`config.mk`:
```
export PLATFORM = sky130hd
export DESIGN_NAME = rv_dec_top
export DESIGN_NICKNAME = d
export VERILOG_FILES = /design/src/rv_dec_pkg.sv /design/src/uop_if.sv /design/src/rv_dec_top.sv /design/src/rv_decode_stage.sv /design/src/rv_imm_gen.sv /design/src/uop_axi_reader.sv /design/src/uop_fifo.sv
export VERILOG_INCLUDE_DIRS = /design/src
export SDC_FILE = /design/constraint.sdc
export NUM_CORES = 1
export LEC_CHECK = 0
export ABC_CLOCK_PERIOD_IN_PS = 6700
export BUFFER_PORTS_ARGS = -buffer_cell sky130_fd_sc_hd__buf_4
export CAP_MARGIN = 20
export CORE_ASPECT_RATIO = 0.8
export CORE_UTILIZATION = 55
export CTS_CLUSTER_DIAMETER = 30
export DETAILED_ROUTE_END_ITERATION = 16
export PLACE_DENSITY = 0.78
export SLEW_MARGIN = 25
export SYNTH_ARGS = -nofsm -noshare
export SYNTH_HDL_FRONTEND = slang
export SYNTH_HIERARCHICAL = 1
export SYNTH_SLANG_ARGS = --single-unit
```
`constraint.sdc`:
```
create_clock -name clk -period 6.7 [get_ports clk]
set_input_delay 0.335 -clock clk [delete_from_list [all_inputs] [get_ports clk]]
set_output_delay 0.335 -clock clk [all_outputs]
set_load 0.005 [all_outputs]
```
`src/rv_dec_params.svh`:
```
`ifndef RV_DEC_PARAMS_SVH
`define RV_DEC_PARAMS_SVH

// instruction word width
`define RV_ILEN 32

// width of program counters and immediates
`define RV_XLEN 32

// decoded micro-ops held between the decode stage and the reader
`define RV_FIFO_DEPTH 4

// reader register map
`define RV_REG_CTRL 32'h0000_0000
`define RV_REG_IMM 32'h0000_0004

`endif

```
`src/rv_dec_pkg.sv`:
```
`include "rv_dec_params.svh"

package rv_dec_pkg;

	typedef logic [`RV_ILEN-1:0] instr_t;
	typedef logic [`RV_XLEN-1:0] pc_t;
	typedef logic [`RV_XLEN-1:0] imm_t;
	typedef logic [4:0] reg_idx_t;
	typedef logic [31:0] word_t;

	// W-forms share the operation of their base form
	typedef enum logic [4:0] {
		ALU_NONE,
		ADD,
		SUB,
		MUL,
		MULH,
		MULHSU,
		MULHU,
		DIV,
		DIVU,
		REM,
		REMU,
		SLL,
		SRL,
		SRA,
		XOR,
		OR,
		AND,
		LESS,
		LESSU,
		SLTIU,
		EQUAL,
		NEQ,
		GTE,
		GTEU,
		JUMP,
		IMMVAL
	} alu_op_t;

	typedef enum logic [2:0] {T_NONE, T_R, T_I, T_S, T_SB, T_U, T_UJ} instr_type_t;

	typedef enum logic [1:0] {MA_NONE, MA_READ, MA_WRITE} mem_access_t;

	// order follows the load funct3 encoding, offset by one
	typedef enum logic [2:0] {MS_NONE, BYTE, HALF, WORD, DOUBLE, UBYTE, UHALF, UWORD} mem_size_t;

	typedef enum logic [1:0] {
		OKAY = 2'b00,
		SLVERR = 2'b10
	} resp_t;

	// control word layout, bits 31:30 read as zero
	localparam int CW_RD_LSB = 0;
	localparam int CW_RS1_LSB = 5;
	localparam int CW_RS2_LSB = 10;
	localparam int CW_ALU_LSB = 15;
	localparam int CW_TYPE_LSB = 20;
	localparam int CW_MACC_LSB = 23;
	localparam int CW_MSIZE_LSB = 25;
	localparam int CW_RW_BIT = 28;
	localparam int CW_ECALL_BIT = 29;

endpackage

```
`src/uop_if.sv`:
```
// one decoded micro-op with a valid/ready handshake
interface uop_if;

	logic valid;
	logic ready;

	rv_dec_pkg::reg_idx_t rd;
	rv_dec_pkg::reg_idx_t rs1;
	rv_dec_pkg::reg_idx_t rs2;
	rv_dec_pkg::imm_t imm;
	rv_dec_pkg::alu_op_t alu_op;
	rv_dec_pkg::instr_type_t instr_type;
	rv_dec_pkg::mem_access_t mem_access;
	rv_dec_pkg::mem_size_t mem_size;
	logic reg_write;
	logic ecall;

	modport source (
		output valid, rd, rs1, rs2, imm,
		output alu_op, instr_type, mem_access, mem_size,
		output reg_write, ecall,
		input ready
	);

	modport sink (
		input valid, rd, rs1, rs2, imm,
		input alu_op, instr_type, mem_access, mem_size,
		input reg_write, ecall,
		output ready
	);

endinterface
```
`src/rv_dec_top.sv`:
```
module rv_dec_top (
	input  logic               clk,
	input  logic               i_rst_n,
	input  logic               i_awvalid,
	input  rv_dec_pkg::pc_t    i_awaddr,
	output logic               o_awready,
	input  logic               i_wvalid,
	input  rv_dec_pkg::instr_t i_wdata,
	output logic               o_wready,
	input  logic               i_bready,
	output logic               o_bvalid,
	output rv_dec_pkg::resp_t  o_bresp,
	input  logic               i_arvalid,
	input  rv_dec_pkg::word_t  i_araddr,
	output logic               o_arready,
	input  logic               i_rready,
	output logic               o_rvalid,
	output rv_dec_pkg::word_t  o_rdata,
	output rv_dec_pkg::resp_t  o_rresp
);

	// decode stage to FIFO, FIFO to reader
	uop_if dec_uop ();
	uop_if head_uop ();

	rv_decode_stage u_decode_stage (
		.clk       (clk),
		.i_rst_n   (i_rst_n),
		.i_awvalid (i_awvalid),
		.i_awaddr  (i_awaddr),
		.o_awready (o_awready),
		.i_wvalid  (i_wvalid),
		.i_wdata   (i_wdata),
		.o_wready  (o_wready),
		.i_bready  (i_bready),
		.o_bvalid  (o_bvalid),
		.o_bresp   (o_bresp),
		.o_uop     (dec_uop.source)
	);

	uop_fifo u_uop_fifo (
		.clk     (clk),
		.i_rst_n (i_rst_n),
		.i_uop   (dec_uop.sink),
		.o_uop   (head_uop.source)
	);

	uop_axi_reader u_uop_axi_reader (
		.clk       (clk),
		.i_rst_n   (i_rst_n),
		.i_arvalid (i_arvalid),
		.i_araddr  (i_araddr),
		.o_arready (o_arready),
		.i_rready  (i_rready),
		.o_rvalid  (o_rvalid),
		.o_rdata   (o_rdata),
		.o_rresp   (o_rresp),
		.i_uop     (head_uop.sink)
	);

endmodule

```
`src/rv_decode_stage.sv`:
```
module rv_decode_stage (
	input  logic               clk,
	input  logic               i_rst_n,
	input  logic               i_awvalid,
	input  rv_dec_pkg::pc_t    i_awaddr,
	output logic               o_awready,
	input  logic               i_wvalid,
	input  rv_dec_pkg::instr_t i_wdata,
	output logic               o_wready,
	input  logic               i_bready,
	output logic               o_bvalid,
	output rv_dec_pkg::resp_t  o_bresp,
	uop_if.source              o_uop
);

	localparam logic [6:0] OP_LUI = 7'b0110111;
	localparam logic [6:0] OP_AUIPC = 7'b0010111;
	localparam logic [6:0] OP_JAL = 7'b1101111;
	localparam logic [6:0] OP_JALR = 7'b1100111;
	localparam logic [6:0] OP_BRANCH = 7'b1100011;
	localparam logic [6:0] OP_LOAD = 7'b0000011;
	localparam logic [6:0] OP_STORE = 7'b0100011;
	localparam logic [6:0] OP_IMM = 7'b0010011;
	localparam logic [6:0] OP_IMM32 = 7'b0011011;
	localparam logic [6:0] OP_REG = 7'b0110011;
	localparam logic [6:0] OP_REG32 = 7'b0111011;
	localparam logic [31:0] ECALL_WORD = 32'h0000_0073;

	logic aw_got;
	logic w_got;
	logic aw_hs;
	logic w_hs;
	logic can_accept;
	logic done;
	rv_dec_pkg::pc_t pc_q;
	rv_dec_pkg::instr_t instr_q;
	rv_dec_pkg::pc_t cur_pc;
	rv_dec_pkg::instr_t cur_instr;

	logic [6:0] opcode;
	logic [2:0] funct3;
	logic [6:0] funct7;
	rv_dec_pkg::alu_op_t r_alu;
	logic r_ok;
	rv_dec_pkg::alu_op_t i_alu;
	logic i_ok;
	logic bad;

	rv_dec_pkg::reg_idx_t dec_rd;
	rv_dec_pkg::reg_idx_t dec_rs1;
	rv_dec_pkg::reg_idx_t dec_rs2;
	rv_dec_pkg::alu_op_t dec_alu;
	rv_dec_pkg::instr_type_t dec_type;
	rv_dec_pkg::mem_access_t dec_macc;
	rv_dec_pkg::mem_size_t dec_msize;
	logic dec_rw;
	logic dec_ecall;
	logic dec_shift;
	logic dec_pc_add;
	rv_dec_pkg::imm_t dec_imm;

	// a new word waits for the B response and a free output register
	assign can_accept = !o_bvalid && (!o_uop.valid || o_uop.ready);
	assign o_awready = !aw_got && can_accept;
	assign o_wready = !w_got && can_accept;
	assign aw_hs = i_awvalid && o_awready;
	assign w_hs = i_wvalid && o_wready;
	assign done = (aw_got || aw_hs) && (w_got || w_hs);
	assign o_bresp = rv_dec_pkg::OKAY;

	// decode straight from the bus when a channel arrives in the last cycle
	assign cur_pc = aw_got ? pc_q : i_awaddr;
	assign cur_instr = w_got ? instr_q : i_wdata;

	assign opcode = cur_instr[6:0];
	assign funct3 = cur_instr[14:12];
	assign funct7 = cur_instr[31:25];

	// register-register operations, shared by the 32- and 64-bit forms
	always_comb begin
		r_alu = rv_dec_pkg::ALU_NONE;
		r_ok = 1'b1;
		if (funct7 == 7'h01) begin
			case (funct3)
				3'd0: r_alu = rv_dec_pkg::MUL;
				3'd1: r_alu = rv_dec_pkg::MULH;
				3'd2: r_alu = rv_dec_pkg::MULHSU;
				3'd3: r_alu = rv_dec_pkg::MULHU;
				3'd4: r_alu = rv_dec_pkg::DIV;
				3'd5: r_alu = rv_dec_pkg::DIVU;
				3'd6: r_alu = rv_dec_pkg::REM;
				default: r_alu = rv_dec_pkg::REMU;
			endcase
		end else if (funct7 == 7'h00) begin
			case (funct3)
				3'd0: r_alu = rv_dec_pkg::ADD;
				3'd1: r_alu = rv_dec_pkg::SLL;
				3'd2: r_alu = rv_dec_pkg::LESS;
				3'd3: r_alu = rv_dec_pkg::LESSU;
				3'd4: r_alu = rv_dec_pkg::XOR;
				3'd5: r_alu = rv_dec_pkg::SRL;
				3'd6: r_alu = rv_dec_pkg::OR;
				default: r_alu = rv_dec_pkg::AND;
			endcase
		end else if (funct7 == 7'h20 && funct3 == 3'd0) begin
			r_alu = rv_dec_pkg::SUB;
		end else if (funct7 == 7'h20 && funct3 == 3'd5) begin
			r_alu = rv_dec_pkg::SRA;
		end else begin
			r_ok = 1'b0;
		end
	end

	// immediate operations, shifts check the upper six bits
	always_comb begin
		i_alu = rv_dec_pkg::ALU_NONE;
		i_ok = 1'b1;
		case (funct3)
			3'd0: i_alu = rv_dec_pkg::ADD;
			3'd1: begin
				i_alu = rv_dec_pkg::SLL;
				i_ok = (cur_instr[31:26] == 6'b000000);
			end
			3'd2: i_alu = rv_dec_pkg::LESS;
			3'd3: i_alu = rv_dec_pkg::SLTIU;
			3'd4: i_alu = rv_dec_pkg::XOR;
			3'd5: begin
				if (cur_instr[31:26] == 6'b000000)
					i_alu = rv_dec_pkg::SRL;
				else if (cur_instr[31:26] == 6'b010000)
					i_alu = rv_dec_pkg::SRA;
				else
					i_ok = 1'b0;
			end
			3'd6: i_alu = rv_dec_pkg::OR;
			default: i_alu = rv_dec_pkg::AND;
		endcase
	end

	always_comb begin
		dec_rd = cur_instr[11:7];
		dec_rs1 = cur_instr[19:15];
		dec_rs2 = cur_instr[24:20];
		dec_alu = rv_dec_pkg::ALU_NONE;
		dec_type = rv_dec_pkg::T_NONE;
		dec_macc = rv_dec_pkg::MA_NONE;
		dec_msize = rv_dec_pkg::MS_NONE;
		dec_rw = 1'b1;
		dec_ecall = 1'b0;
		dec_shift = 1'b0;
		dec_pc_add = 1'b0;
		bad = 1'b0;
		case (opcode)
			OP_JAL: begin
				dec_alu = rv_dec_pkg::JUMP;
				dec_type = rv_dec_pkg::T_UJ;
			end
			OP_LUI: begin
				dec_alu = rv_dec_pkg::IMMVAL;
				dec_type = rv_dec_pkg::T_U;
			end
			OP_AUIPC: begin
				dec_alu = rv_dec_pkg::IMMVAL;
				dec_type = rv_dec_pkg::T_U;
				dec_pc_add = 1'b1;
			end
			OP_JALR: begin
				dec_alu = rv_dec_pkg::JUMP;
				dec_type = rv_dec_pkg::T_I;
				dec_pc_add = 1'b1;
				bad = (funct3 != 3'd0);
			end
			OP_BRANCH: begin
				dec_type = rv_dec_pkg::T_SB;
				dec_rw = 1'b0;
				case (funct3)
					3'd0: dec_alu = rv_dec_pkg::EQUAL;
					3'd1: dec_alu = rv_dec_pkg::NEQ;
					3'd4: dec_alu = rv_dec_pkg::LESS;
					3'd5: dec_alu = rv_dec_pkg::GTE;
					3'd6: dec_alu = rv_dec_pkg::LESSU;
					3'd7: dec_alu = rv_dec_pkg::GTEU;
					default: bad = 1'b1;
				endcase
			end
			OP_LOAD: begin
				dec_alu = rv_dec_pkg::ADD;
				dec_type = rv_dec_pkg::T_I;
				dec_macc = rv_dec_pkg::MA_READ;
				dec_msize = rv_dec_pkg::mem_size_t'(funct3 + 3'd1);
				bad = (funct3 == 3'd7);
			end
			OP_STORE: begin
				dec_alu = rv_dec_pkg::ADD;
				dec_type = rv_dec_pkg::T_S;
				dec_macc = rv_dec_pkg::MA_WRITE;
				dec_msize = rv_dec_pkg::mem_size_t'(funct3 + 3'd1);
				dec_rw = 1'b0;
				bad = funct3[2];
			end
			OP_REG: begin
				dec_alu = r_alu;
				dec_type = rv_dec_pkg::T_R;
				bad = !r_ok;
			end
			OP_REG32: begin
				dec_alu = r_alu;
				dec_type = rv_dec_pkg::T_R;
				// only add/sub/shifts and mul/div/rem have a W-form
				if (funct7 == 7'h01)
					bad = !r_ok || !(funct3 inside {3'd0, 3'd4, 3'd5, 3'd6, 3'd7});
				else
					bad = !r_ok || !(funct3 inside {3'd0, 3'd1, 3'd5});
			end
			OP_IMM: begin
				dec_alu = i_alu;
				dec_type = rv_dec_pkg::T_I;
				dec_shift = (funct3 == 3'd1) || (funct3 == 3'd5);
				bad = !i_ok;
			end
			OP_IMM32: begin
				dec_alu = i_alu;
				dec_type = rv_dec_pkg::T_I;
				dec_shift = (funct3 == 3'd1) || (funct3 == 3'd5);
				// W shifts take five bits of shamt
				bad = !i_ok || !(funct3 inside {3'd0, 3'd1, 3'd5}) ||
					(funct3 != 3'd0 && cur_instr[25]);
			end
			default: bad = 1'b1;
		endcase

		if (bad) begin
			dec_alu = rv_dec_pkg::ALU_NONE;
			dec_type = rv_dec_pkg::T_NONE;
			dec_macc = rv_dec_pkg::MA_NONE;
			dec_msize = rv_dec_pkg::MS_NONE;
			dec_rw = 1'b0;
			dec_shift = 1'b0;
			dec_pc_add = 1'b0;
		end

		if (cur_instr == ECALL_WORD) begin
			dec_rd = '0;
			dec_rs1 = '0;
			dec_rs2 = '0;
			dec_ecall = 1'b1;
		end
	end

	rv_imm_gen u_imm_gen (
		.i_instr     (cur_instr),
		.i_pc        (cur_pc),
		.i_type      (dec_type),
		.i_shift_imm (dec_shift),
		.i_pc_add    (dec_pc_add),
		.o_imm       (dec_imm)
	);

	always_ff @(posedge clk or negedge i_rst_n) begin
		if (!i_rst_n) begin
			aw_got <= 1'b0;
			w_got <= 1'b0;
			o_bvalid <= 1'b0;
			o_uop.valid <= 1'b0;
		end else begin
			if (done) begin
				aw_got <= 1'b0;
				w_got <= 1'b0;
			end else begin
				if (aw_hs)
					aw_got <= 1'b1;
				if (w_hs)
					w_got <= 1'b1;
			end
			if (done)
				o_bvalid <= 1'b1;
			else if (i_bready)
				o_bvalid <= 1'b0;
			if (done)
				o_uop.valid <= 1'b1;
			else if (o_uop.ready)
				o_uop.valid <= 1'b0;
		end
	end

	always_ff @(posedge clk) begin
		if (aw_hs)
			pc_q <= i_awaddr;
		if (w_hs)
			instr_q <= i_wdata;
		if (done) begin
			o_uop.rd <= dec_rd;
			o_uop.rs1 <= dec_rs1;
			o_uop.rs2 <= dec_rs2;
			o_uop.imm <= dec_imm;
			o_uop.alu_op <= dec_alu;
			o_uop.instr_type <= dec_type;
			o_uop.mem_access <= dec_macc;
			o_uop.mem_size <= dec_msize;
			o_uop.reg_write <= dec_rw;
			o_uop.ecall <= dec_ecall;
		end
	end

endmodule

```
`src/rv_imm_gen.sv`:
```
`include "rv_dec_params.svh"

module rv_imm_gen (
	input  rv_dec_pkg::instr_t      i_instr,
	input  rv_dec_pkg::pc_t         i_pc,
	input  rv_dec_pkg::instr_type_t i_type,
	input  logic                    i_shift_imm,
	input  logic                    i_pc_add,
	output rv_dec_pkg::imm_t        o_imm
);

	rv_dec_pkg::imm_t imm_i;
	rv_dec_pkg::imm_t imm_s;
	rv_dec_pkg::imm_t imm_sb;
	rv_dec_pkg::imm_t imm_u;
	rv_dec_pkg::imm_t imm_uj;
	rv_dec_pkg::imm_t imm_sh;
	rv_dec_pkg::imm_t base;
	logic add_pc;

	// sign extension through a sized cast of a signed value
	assign imm_i = `RV_XLEN'($signed(i_instr[31:20]));
	assign imm_s = `RV_XLEN'($signed({i_instr[31:25], i_instr[11:7]}));
	assign imm_sb = `RV_XLEN'($signed({i_instr[31], i_instr[7], i_instr[30:25],
		i_instr[11:8], 1'b0}));
	assign imm_u = `RV_XLEN'($signed({i_instr[31:12], 12'b0}));
	assign imm_uj = `RV_XLEN'($signed({i_instr[31], i_instr[19:12], i_instr[20],
		i_instr[30:21], 1'b0}));

	// 6-bit shamt for RV64 shifts
	assign imm_sh = `RV_XLEN'(i_instr[25:20]);

	always_comb begin
		case (i_type)
			rv_dec_pkg::T_I:  base = imm_i;
			rv_dec_pkg::T_S:  base = imm_s;
			rv_dec_pkg::T_SB: base = imm_sb;
			rv_dec_pkg::T_U:  base = imm_u;
			rv_dec_pkg::T_UJ: base = imm_uj;
			default:          base = '0;
		endcase
	end

	// auipc and jalr ask for the pc through i_pc_add
	assign add_pc = (i_type == rv_dec_pkg::T_SB) || (i_type == rv_dec_pkg::T_UJ) || i_pc_add;

	assign o_imm = i_shift_imm ? imm_sh : (add_pc ? base + i_pc : base);

endmodule

```
`src/uop_axi_reader.sv`:
```
`include "rv_dec_params.svh"

module uop_axi_reader (
	input  logic              clk,
	input  logic              i_rst_n,
	input  logic              i_arvalid,
	input  rv_dec_pkg::word_t i_araddr,
	output logic              o_arready,
	input  logic              i_rready,
	output logic              o_rvalid,
	output rv_dec_pkg::word_t o_rdata,
	output rv_dec_pkg::resp_t o_rresp,
	uop_if.sink               i_uop
);

	logic ar_hs;
	logic is_ctrl;
	logic is_imm;
	rv_dec_pkg::word_t ctrl_word;

	// one read in flight, AR closes while R is pending
	assign o_arready = !o_rvalid;
	assign ar_hs = i_arvalid && o_arready;

	assign is_ctrl = (i_araddr == `RV_REG_CTRL);
	assign is_imm = (i_araddr == `RV_REG_IMM);

	// the immediate read retires the head
	assign i_uop.ready = ar_hs && is_imm && i_uop.valid;

	always_comb begin
		ctrl_word = '0;
		ctrl_word[rv_dec_pkg::CW_RD_LSB +: $bits(rv_dec_pkg::reg_idx_t)] = i_uop.rd;
		ctrl_word[rv_dec_pkg::CW_RS1_LSB +: $bits(rv_dec_pkg::reg_idx_t)] = i_uop.rs1;
		ctrl_word[rv_dec_pkg::CW_RS2_LSB +: $bits(rv_dec_pkg::reg_idx_t)] = i_uop.rs2;
		ctrl_word[rv_dec_pkg::CW_ALU_LSB +: $bits(rv_dec_pkg::alu_op_t)] = i_uop.alu_op;
		ctrl_word[rv_dec_pkg::CW_TYPE_LSB +: $bits(rv_dec_pkg::instr_type_t)] =
			i_uop.instr_type;
		ctrl_word[rv_dec_pkg::CW_MACC_LSB +: $bits(rv_dec_pkg::mem_access_t)] =
			i_uop.mem_access;
		ctrl_word[rv_dec_pkg::CW_MSIZE_LSB +: $bits(rv_dec_pkg::mem_size_t)] =
			i_uop.mem_size;
		ctrl_word[rv_dec_pkg::CW_RW_BIT] = i_uop.reg_write;
		ctrl_word[rv_dec_pkg::CW_ECALL_BIT] = i_uop.ecall;
	end

	always_ff @(posedge clk or negedge i_rst_n) begin
		if (!i_rst_n)
			o_rvalid <= 1'b0;
		else if (ar_hs)
			o_rvalid <= 1'b1;
		else if (i_rready)
			o_rvalid <= 1'b0;
	end

	// response captured at the AR handshake and held until R completes
	always_ff @(posedge clk) begin
		if (ar_hs) begin
			if (i_uop.valid && is_ctrl) begin
				o_rdata <= ctrl_word;
				o_rresp <= rv_dec_pkg::OKAY;
			end else if (i_uop.valid && is_imm) begin
				o_rdata <= rv_dec_pkg::word_t'(i_uop.imm);
				o_rresp <= rv_dec_pkg::OKAY;
			end else begin
				// empty FIFO or unmapped offset
				o_rdata <= '0;
				o_rresp <= rv_dec_pkg::SLVERR;
			end
		end
	end

endmodule

```
`src/uop_fifo.sv`:
```
`include "rv_dec_params.svh"

module uop_fifo (
	input  logic  clk,
	input  logic  i_rst_n,
	uop_if.sink   i_uop,
	uop_if.source o_uop
);

	localparam int PTR_W = $clog2(`RV_FIFO_DEPTH);
	localparam int CNT_W = $clog2(`RV_FIFO_DEPTH + 1);

	rv_dec_pkg::reg_idx_t rd_mem [`RV_FIFO_DEPTH];
	rv_dec_pkg::reg_idx_t rs1_mem [`RV_FIFO_DEPTH];
	rv_dec_pkg::reg_idx_t rs2_mem [`RV_FIFO_DEPTH];
	rv_dec_pkg::imm_t imm_mem [`RV_FIFO_DEPTH];
	rv_dec_pkg::alu_op_t alu_mem [`RV_FIFO_DEPTH];
	rv_dec_pkg::instr_type_t type_mem [`RV_FIFO_DEPTH];
	rv_dec_pkg::mem_access_t macc_mem [`RV_FIFO_DEPTH];
	rv_dec_pkg::mem_size_t msize_mem [`RV_FIFO_DEPTH];
	logic rw_mem [`RV_FIFO_DEPTH];
	logic ecall_mem [`RV_FIFO_DEPTH];

	logic [PTR_W-1:0] wr_ptr;
	logic [PTR_W-1:0] rd_ptr;
	logic [CNT_W-1:0] count;
	logic push;
	logic pop;

	assign i_uop.ready = (count != CNT_W'(`RV_FIFO_DEPTH));
	assign o_uop.valid = (count != '0);
	assign push = i_uop.valid && i_uop.ready;
	assign pop = o_uop.valid && o_uop.ready;

	always_ff @(posedge clk or negedge i_rst_n) begin
		if (!i_rst_n) begin
			wr_ptr <= '0;
			rd_ptr <= '0;
			count <= '0;
		end else begin
			if (push)
				wr_ptr <= (wr_ptr == PTR_W'(`RV_FIFO_DEPTH - 1)) ? '0 : wr_ptr + 1'b1;
			if (pop)
				rd_ptr <= (rd_ptr == PTR_W'(`RV_FIFO_DEPTH - 1)) ? '0 : rd_ptr + 1'b1;
			// simultaneous push and pop leaves the count alone
			if (push && !pop)
				count <= count + 1'b1;
			else if (pop && !push)
				count <= count - 1'b1;
		end
	end

	always_ff @(posedge clk) begin
		if (push) begin
			rd_mem[wr_ptr] <= i_uop.rd;
			rs1_mem[wr_ptr] <= i_uop.rs1;
			rs2_mem[wr_ptr] <= i_uop.rs2;
			imm_mem[wr_ptr] <= i_uop.imm;
			alu_mem[wr_ptr] <= i_uop.alu_op;
			type_mem[wr_ptr] <= i_uop.instr_type;
			macc_mem[wr_ptr] <= i_uop.mem_access;
			msize_mem[wr_ptr] <= i_uop.mem_size;
			rw_mem[wr_ptr] <= i_uop.reg_write;
			ecall_mem[wr_ptr] <= i_uop.ecall;
		end
	end

	assign o_uop.rd = rd_mem[rd_ptr];
	assign o_uop.rs1 = rs1_mem[rd_ptr];
	assign o_uop.rs2 = rs2_mem[rd_ptr];
	assign o_uop.imm = imm_mem[rd_ptr];
	assign o_uop.alu_op = alu_mem[rd_ptr];
	assign o_uop.instr_type = type_mem[rd_ptr];
	assign o_uop.mem_access = macc_mem[rd_ptr];
	assign o_uop.mem_size = msize_mem[rd_ptr];
	assign o_uop.reg_write = rw_mem[rd_ptr];
	assign o_uop.ecall = ecall_mem[rd_ptr];

endmodule

```
==> results by stage, run 1 <==
Clocking:
- The cell chosen for the clock root is clkbuf_16.
- TritonCTS built the clock tree.
- Buffers inserted during clock tree synthesis total 76.
- The level count of the clock H-tree is 3.
- The insertion delay to the later sink of the worst-skew pair is 600 ps.
- Clock-pin slew was measured on the worst setup and hold paths at approximately 60 ps.
- The clock passes through at most 3 buffers.
- The clock drives roughly 420 sinks.

Floorplan:
- The initial standard-cell utilization of the core is between 50% and 60%.
- After floorplanning, the core was divided into 62 placement rows.
- Pin placement for this block handled around 140 I/O pins.
- In this run the horizontal extent of the chip is around 220 um.
- The die covers about 0.038 sq mm.
- From bottom edge to top edge, the die measures ~170 um.
- The floorplan core area is 0.0363 sq mm.

Worst setup path:
- The data arrival time of the critical path is roughly 6700 ps.
- The nature of the critical path startpoint is a flop.
- The critical path data required time is between 7000 and 8000 ps.
- The number of cells on the worst reg-to-reg path is 21.
- The worst setup path is of the flop to flop kind.
- The critical path capture point type is a flop.
- The top fanout value on the critical path is 20.

Global route:
- The overall fraction of global-route tracks in use is 28.7%.
- The first global-routing pass estimated 81.2 mm of wire.
- The number of global-route vias before repair is between 10000 and 15000.
- The initial antenna violation count was 4.
- The maximum number of pins on one net before global-route repair is 65.
- The total overflow left after global routing is 0.

Pwr:
- In this run the static leakage power is 9.01 nW.
- The total power divided by cell area is roughly 370 mW/mm^2.
- The worst vdd rail ir drop is ~0.00022 V.
- The total power draw is roughly 9.5 mW.

Timing:
- Static timing analysis puts the maximum clock frequency at 156 MHz.
- Final hold analysis gives a worst-case slack of approximately 130 ps.
- The number of endpoints with negative hold slack in the final report is 0.
- The setup skew after layout is around 29 ps.
- The number of setup violations in the final report is 0.
- Headroom to the max-slew limit came out at between 30% and 40%.
- The minimum period implied by the final worst setup slack is approximately 6400 ps.
- For the pin with the worst max-slew slack, the measured transition is just under 1000 ps.
- The max-slew violation count is 0.
- The final critical path takes up around 96% of the cycle.

Detailed routing:
- The routed layout has between 10000 and 15000 vias.
- Once detail routing completed, the nets flagged for antenna violations numbered 0.
- The detailed-router iteration count before antenna repair is 5.
- The detailed-route DRC error count is 0.
- Wires add up to around 54 mm.
- After detailed routing, the number of vias per cell comes to 6.21.
- The detailed-route wire length per cell is about 24 um.
- After the first detailed-routing iteration, the DRC count stood at around 1500.

Cells and area:
- The net count of the finished layout is about 1800.
- The area growth from synthesis to layout is 24.6%.
- The proportion of layout cells with a drive suffix above 1 is between 30% and 40%.

Placement:
- In this run the tool buffered the top-level ports with 140 buffer cells.
- The HPWL after detailed placement is about 34 mm.
- Routability-driven placement finished with a final weighted congestion of 0.934.

Flow run:
- The reported max-cap violation count is 0.

Logic synthesis:
- For this run, the number of Yosys warnings is 6.
- In this run the cell area of the synthesized design comes to slightly above 0.02 sq mm.
- The gate count after technology mapping is 1393.
- The average size of a mapped cell is around 15 sq um.

Outcome:
- The flow ran to the end, and the final reports show no timing, DRC or antenna violations.

Worst hold path:
- The class of the tightest hold or removal check is input pin to async pin.
==> state kept, by name, indices dropped and copies added (netlist names), 3 cells and up <==
signal / flops
u_uop_fifo/imm_mem: 128
u_decode_stage/instr_q: 32
u_decode_stage/o_uop.imm: 32
u_decode_stage/pc_q: 32
u_uop_axi_reader/o_rdata: 32
u_uop_fifo/alu_mem: 20
u_uop_fifo/rd_mem: 20
u_uop_fifo/rs1_mem: 20
u_uop_fifo/rs2_mem: 20
u_uop_fifo/msize_mem: 12
u_uop_fifo/type_mem: 12
u_uop_fifo/macc_mem: 8
u_decode_stage/o_uop.alu_op: 5
u_decode_stage/o_uop.rd: 5
u_decode_stage/o_uop.rs1: 5
u_decode_stage/o_uop.rs2: 5
u_uop_fifo/ecall_mem: 4
u_uop_fifo/rw_mem: 4
u_decode_stage/o_uop.instr_type: 3
u_decode_stage/o_uop.mem_size: 3
u_uop_fifo/count: 3
==> cell type report <==
| class | count | area, sq um |
|---|---|---|
| antenna | 1 | 2.50 |
| sequential | 419 | 12500 |
| clock buffer | 78 | 1950 |
| tap | 480 | 601 |
| inverter | 32 | 120 |
| timing repair buffer | 252 | 2060 |
| clock inverter | 61 | 689 |
| multi-input combinational | 868 | 7560 |
| fill | 2333 | 10800 |
==> power by group <==
group          leakage [nW]  switching [mW]  internal (mW)
logic                  3.82            1.11          0.686
registers              3.93           0.277           3.54
clock network          1.26            1.44           2.45
==> what timing repair did <==
action	CTS	global route
pin swaps	0	2
buffers inserted	0	1
endpoints found under the hold margin	78	0
setup endpoints to repair	1	17
gates resized for setup	1	22
hold buffers	67	0
==> cell usage in the layout, fill, tap and decap left out, drive strengths merged, types with 11 or more instances in the layout <==
master	count
nor2	64
o211ai	11
a21o	11
mux2	76
nor3	66
a31oi	13
xor2	13
a211oi	14
clkinv	27
mux4	62
ha	28
nand2	84
nor4	17
o21ai	47
inv	49
clkbuf	78
nand2b	13
edfxtp	407
dfrtp	12
buf	185
mux2i	52
dlygate4sd3	67
xnor2	16
and2	18
a21oi	61
and3	18
==> metrics by stage <==
step / util (%) / instances / setup WS, ps / TNS (ps) / area, sq um
final: 70.3 / 2191 / 295 / 0 / 25500
after global routing: 70.3 / 2190 / -13.4 / -13.4 / 25500
after CTS: 70.0 / 2189 / 50.3 / 0 / 25400
after detailed placement: 60.9 / 1983 / 2.59 / 0 / 22100
after global placement: 60.9 / 1983 / 243 / 0 / 22100
after floorplan: - / 1394 / 2.52 / 0 / 20500
==> worst max-delay path: stages, from the launching register on <==
cell,delay (ps)
dfrtp_4,590
or3_1,420
or4_1,510
a2111oi_4,370
or4_4,210
nand4_4,160
nor2_1,240
inv_1,140
nor2_1,250
a22oi_1,140
o21ai_1,260
ha_1,320
nor2b_1,180
o31ai_2,310
a221oi_1,180
a2bb2oi_2,200
a32o_1,360
a211oi_2,300
o21ai_1,130
maj3_2,340
a31o_1,230
a221o_1,280
==> worst paths after layout <==
| check | start | slack (ps) | end |
|---|---|---|---|
| max | u_decode_stage/w_got$_DFFE_PN0P_ | 290 | u_decode_stage/o_uop.imm[28]$_DFFE_PP_ |
| min | i_rst_n | 130 | u_uop_axi_reader/o_rvalid$_DFFE_PN0P_ |
| max reg2reg | u_decode_stage/w_got$_DFFE_PN0P_ | 290 | u_decode_stage/o_uop.imm[28]$_DFFE_PP_ |
| min reg2reg | u_decode_stage/o_uop.rs1[0]$_SDFFCE_PP0P_ | 490 | u_uop_fifo/rs1_mem[1][0]$_DFFE_PP_ |
| max in group asynchronous | i_rst_n | 6360 | u_decode_stage/w_got$_DFFE_PN0P_ |
| min in group clk | i_arvalid | 410 | u_uop_fifo/rd_ptr[0]$_DFFE_PN0P_ |
==> layer usage <==
| layer | GRT usage [%] | vias up | share of wire (%) |
|---|---|---|---|
| met1 | 40.0 | 6734 | 42 |
| met3 | 8.25 | 111 | 9.2 |
| met2 | 43.5 | 686 | 46 |
| li1 | - | 6066 | - |
| met4 | 9.88 | 4 | 3.0 |
| met5 | 0 | - | 0.049 |
Power figures use the tool's default switching activity.
==> run 2: changes to the inputs <==
Settings changed: ABC_CLOCK_PERIOD_IN_PS 6700 to 7000, CORE_UTILIZATION 55 to 60, PLACE_DENSITY 0.78 to 0.79.
Clock period 6.7 ns to 7 ns, I/O delays scaled along.
==> run 2 against run 1 <==
- routed wire length down 0.95%
- final cell count down 3.6%
- die area decreased by 8.2%
- critical path type unchanged
- largest cell class unchanged
- highest routed layer is now met4
==> results by stage, run 2 (synthesis gave the netlist of run 1 again) <==
Detailed routing:
- In this run the remaining antenna-violating nets after routing total 0.
- Summed over all layers, the routed wires come to roughly 53 mm.
- The first routing iteration left around 1300 violations.
- In the routed design, unresolved DRC markers number 0.
- In the final routed layout, each cell accounts on average for about 25 um.
- The total number of vias is about 13000.
- The first TritonRoute pass finished after 8 iterations.
- After detailed routing, the number of vias per cell comes to roughly 6.4.

Timing:
- The minimum period implied by the final worst setup slack is between 6000 and 7000 ps.
- The number of setup violations in the final report is 0.
- The number of endpoints with negative hold slack in the final report is 0.
- For the pin with the worst max-slew slack, the measured transition is around 1000 ps.
- Setup repair after global routing left no endpoint under its margin.
- The setup skew after layout is around 53 ps.
- The relative slew slack is about a third.
- The achievable clock frequency is 153 MHz.
- Of the available clock period, the critical path in the final layout requires approximately 94%.
- The max-slew violation count is 0.
- Setup total negative slack on the finished layout was measured at 0 ps.

Clocking:
- At the later pin of the worst-skew pair, clock insertion delay measures 630 ps.
- The cell chosen for the clock root is clkbuf_16.
- The number of clock buffers inserted by TritonCTS is roughly 60.
- Clock-pin slew was measured on the worst setup and hold paths at approximately 60 ps.
- In this run the number of H-tree levels came out at 2.
- TritonCTS built the clock tree.
- The largest buffer count on any clock path is 3.
- The tree built by TritonCTS fans out to between 400 and 500 sinks.

Worst setup path:
- The endpoint of the most critical register-to-register path is u_decode_stage/o_uop.imm[28]$_DFFE_PP_.
- The data arrival time of the critical path is 6900 ps.
- The signal on the critical path passes through or3_1 -> or4_1 -> a2111oi_4 -> or4_4 -> nand4_4 -> a21oi_2 -> buf_4 -> nand2b_1 -> a21boi_0 -> o21ai_0 -> nand2_1 -> nand2_1 -> ha_1 -> a2111oi_0 -> nor4_1 -> a2111oi_2 -> nor3_1 -> a211oi_2 -> o21ai_1 -> maj3_2 -> a31o_1 -> a221o_1.
- The beginning of the worst register-to-register path is u_decode_stage/w_got$_DFFE_PN0P_.
- By startpoint and endpoint, the worst setup path is classified as flop to flop.
- The standard cell with the maximum stage delay on the critical path is dfrtp_4.
- The worst register-to-register path has a depth of 22.
- In this run the register-to-register setup slack is 450 ps.
- In this design, the critical path's most frequently occurring cell is nand2_1.
- The top fanout value on the critical path is 23.
- The biggest cell delay along the critical path is roughly 600 ps.
- STA classifies the critical path startpoint as a flop.
- The cell family contributing the most delay on the critical path is compound AO/OA/AOI/OAI gates.
- The critical path capture point type is a flop.
- The critical path data required time is ~7400 ps.
- The number of buffers and inverters on the critical path is 1.

Pwr:
- The design draws 8.41 mW.
- In this run the static leakage power is slightly below 9 nW.
- The worst vdd rail ir drop is between 0.0002 and 0.0003 V.
- The total power divided by cell area is around 340 mW/mm^2.

Global route:
- After global routing the overflow that remains totals 0.
- The first global-routing pass estimated just under 80 mm of wire.
- Entering global routing, the biggest net connects 65 pins.
- The number of global-route vias before repair is between 10000 and 15000.
- The initial antenna violation count is 0.
- The overall fraction of global-route tracks in use is a little under a third.

Floorplan:
- The floorplan core area is roughly 0.034 sq mm.
- The horizontal die dimension is approximately 210 um.
- The floorplan has 60 rows.
- Measured along the y axis, the die boundary spans between 150 and 200 um.
- The initial standard-cell utilization of the core is 60.9%.
- approximately 140 I/O pins were placed.
- The area enclosed by the die boundary is 0.0349 sq mm.

Cells and area:
- Leaving out fill and tap cells, the most frequent cells in the layout are 407 x edfxtp_1, 177 x buf_4, 84 x nand2_1, 74 x mux2_2, 67 x dlygate4sd3_1.
- The layout has around 2100 filler cells.
- The net count of the finished layout is between 1500 and 2000.
- The area growth from synthesis to layout is 21.2%.
- The library cell used most frequently in the layout, excluding fill and tap cells, is edfxtp_1.
- The register with the most flip-flops in the final layout is u_uop_fifo/imm_mem.
- The post-route netlist has between 30 and 40% of its cells at a drive strength greater than 1.
- The repair_antennas step left the layout with diodes totalling 0.
- Cells fill around three quarters of the core in the end.
- The register with the most flip-flops in the layout has 128 of them.

Placement:
- The number of buffer cells added on primary ports is 140.
- The final weighted congestion in routability-driven placement is slightly above 0.9.
- Detailed placement finished with a half-perimeter wire length of ~33 mm.

Flow run:
- The reported max-cap violation count is 0.

Worst hold path:
- The tightest min-delay check is of the input pin to async pin type.

Outcome:
- The run finished with clean final reports.
==> run 2: cell count changes in the layout (fill, tap and decap cells not counted), sizes merged <==
cell,delta
buf,-8
clkinv,-7
inv,-7
clkbuf,-6
bufinv,-2
clkinvlp,-1
diode,-1
==> run 2: worst max-delay path by stage <==
stage | startpoint | depth (start not counted) | end | slack, ps
final | u_decode_stage/w_got$_DFFE_PN0P_ | 22 | u_decode_stage/o_uop.imm[28]$_DFFE_PP_ | 450
after global routing | u_decode_stage/w_got$_DFFE_PN0P_ | 22 | u_decode_stage/o_uop.imm[31]$_DFFE_PP_ | 60
after CTS | u_decode_stage/w_got$_DFFE_PN0P_ | 25 | u_decode_stage/o_uop.imm[31]$_DFFE_PP_ | 170
after detailed placement | u_decode_stage/w_got$_DFFE_PN0P_ | 25 | u_decode_stage/o_uop.imm[31]$_DFFE_PP_ | 200
after global placement | u_decode_stage/w_got$_DFFE_PN0P_ | 25 | u_decode_stage/o_uop.imm[31]$_DFFE_PP_ | 470
after floorplan | u_decode_stage/w_got$_DFFE_PN0P_ | 33 | u_decode_stage/o_uop.imm[31]$_DFFE_PP_ | 300
==> run 2: worst reg2reg max path: stages, from the launching register on <==
cell	delay [ps]
dfrtp_4	600
or3_1	440
or4_1	520
a2111oi_4	390
or4_4	210
nand4_4	190
a21oi_2	280
buf_4	330
nand2b_1	170
a21boi_0	180
o21ai_0	90
nand2_1	80
nand2_1	100
ha_1	320
a2111oi_0	370
nor4_1	140
a2111oi_2	540
nor3_1	130
a211oi_2	290
o21ai_1	120
maj3_2	350
a31o_1	230
a221o_1	290
==> run 2: power by group <==
group          total (mW)  internal, mW  switching [mW]  leakage [nW]
logic                1.68         0.641            1.04          3.76
clock network        3.07          1.87            1.20          1.00
registers            3.66          3.39           0.268          3.93
total                8.41          5.89            2.51          8.69
==> run 2: metrics by stage <==
stage          setup slack (ps)  hold WS (ps)  cell area, sq um  std cells
2_1_floorplan               303          54.4             20500       1394
3_3_place_gp                468           214             22000       1927
3_5_place_dp                201           218             22000       1927
4_1_cts                     172           107             24800       2110
5_1_grt                    55.4           129             24800       2113
6_report                    446           129             24800       2113
==> run 2: per-layer routing <==
layer / vias up / GRT usage (%) / routed length (um) / part of all wire (%)
li1: 5994 / - / - / -
met1: 6712 / 43.0 / 22600 / 43
met2: 653 / 48.2 / 24700 / 46
met3: 88 / 6.45 / 4460 / 8.4
met4: 0 / 9.24 / 1350 / 2.5
met5: - / 0 / 0 / 0
==> run 2: area by class of cell <==
cell class,count,area [sq um],area share [%]
Clock inverter,44,513,2.07
Inverter,32,120,0.484
Sequential cell,419,12500,50.5
Multi-Input combinational cell,868,7510,30.3
Clock buffer,72,1610,6.47
Tap cell,434,543,2.19
Timing Repair Buffer,244,2000,8.05
==> run 2: repair_timing <==
item | in CTS | in global routing
hold endpoints to repair | 78 | 0
gates resized for setup | 0 | 15
hold buffers | 67 | 0
endpoints found under the setup margin | 0 | 16
buffers inserted | 0 | 3
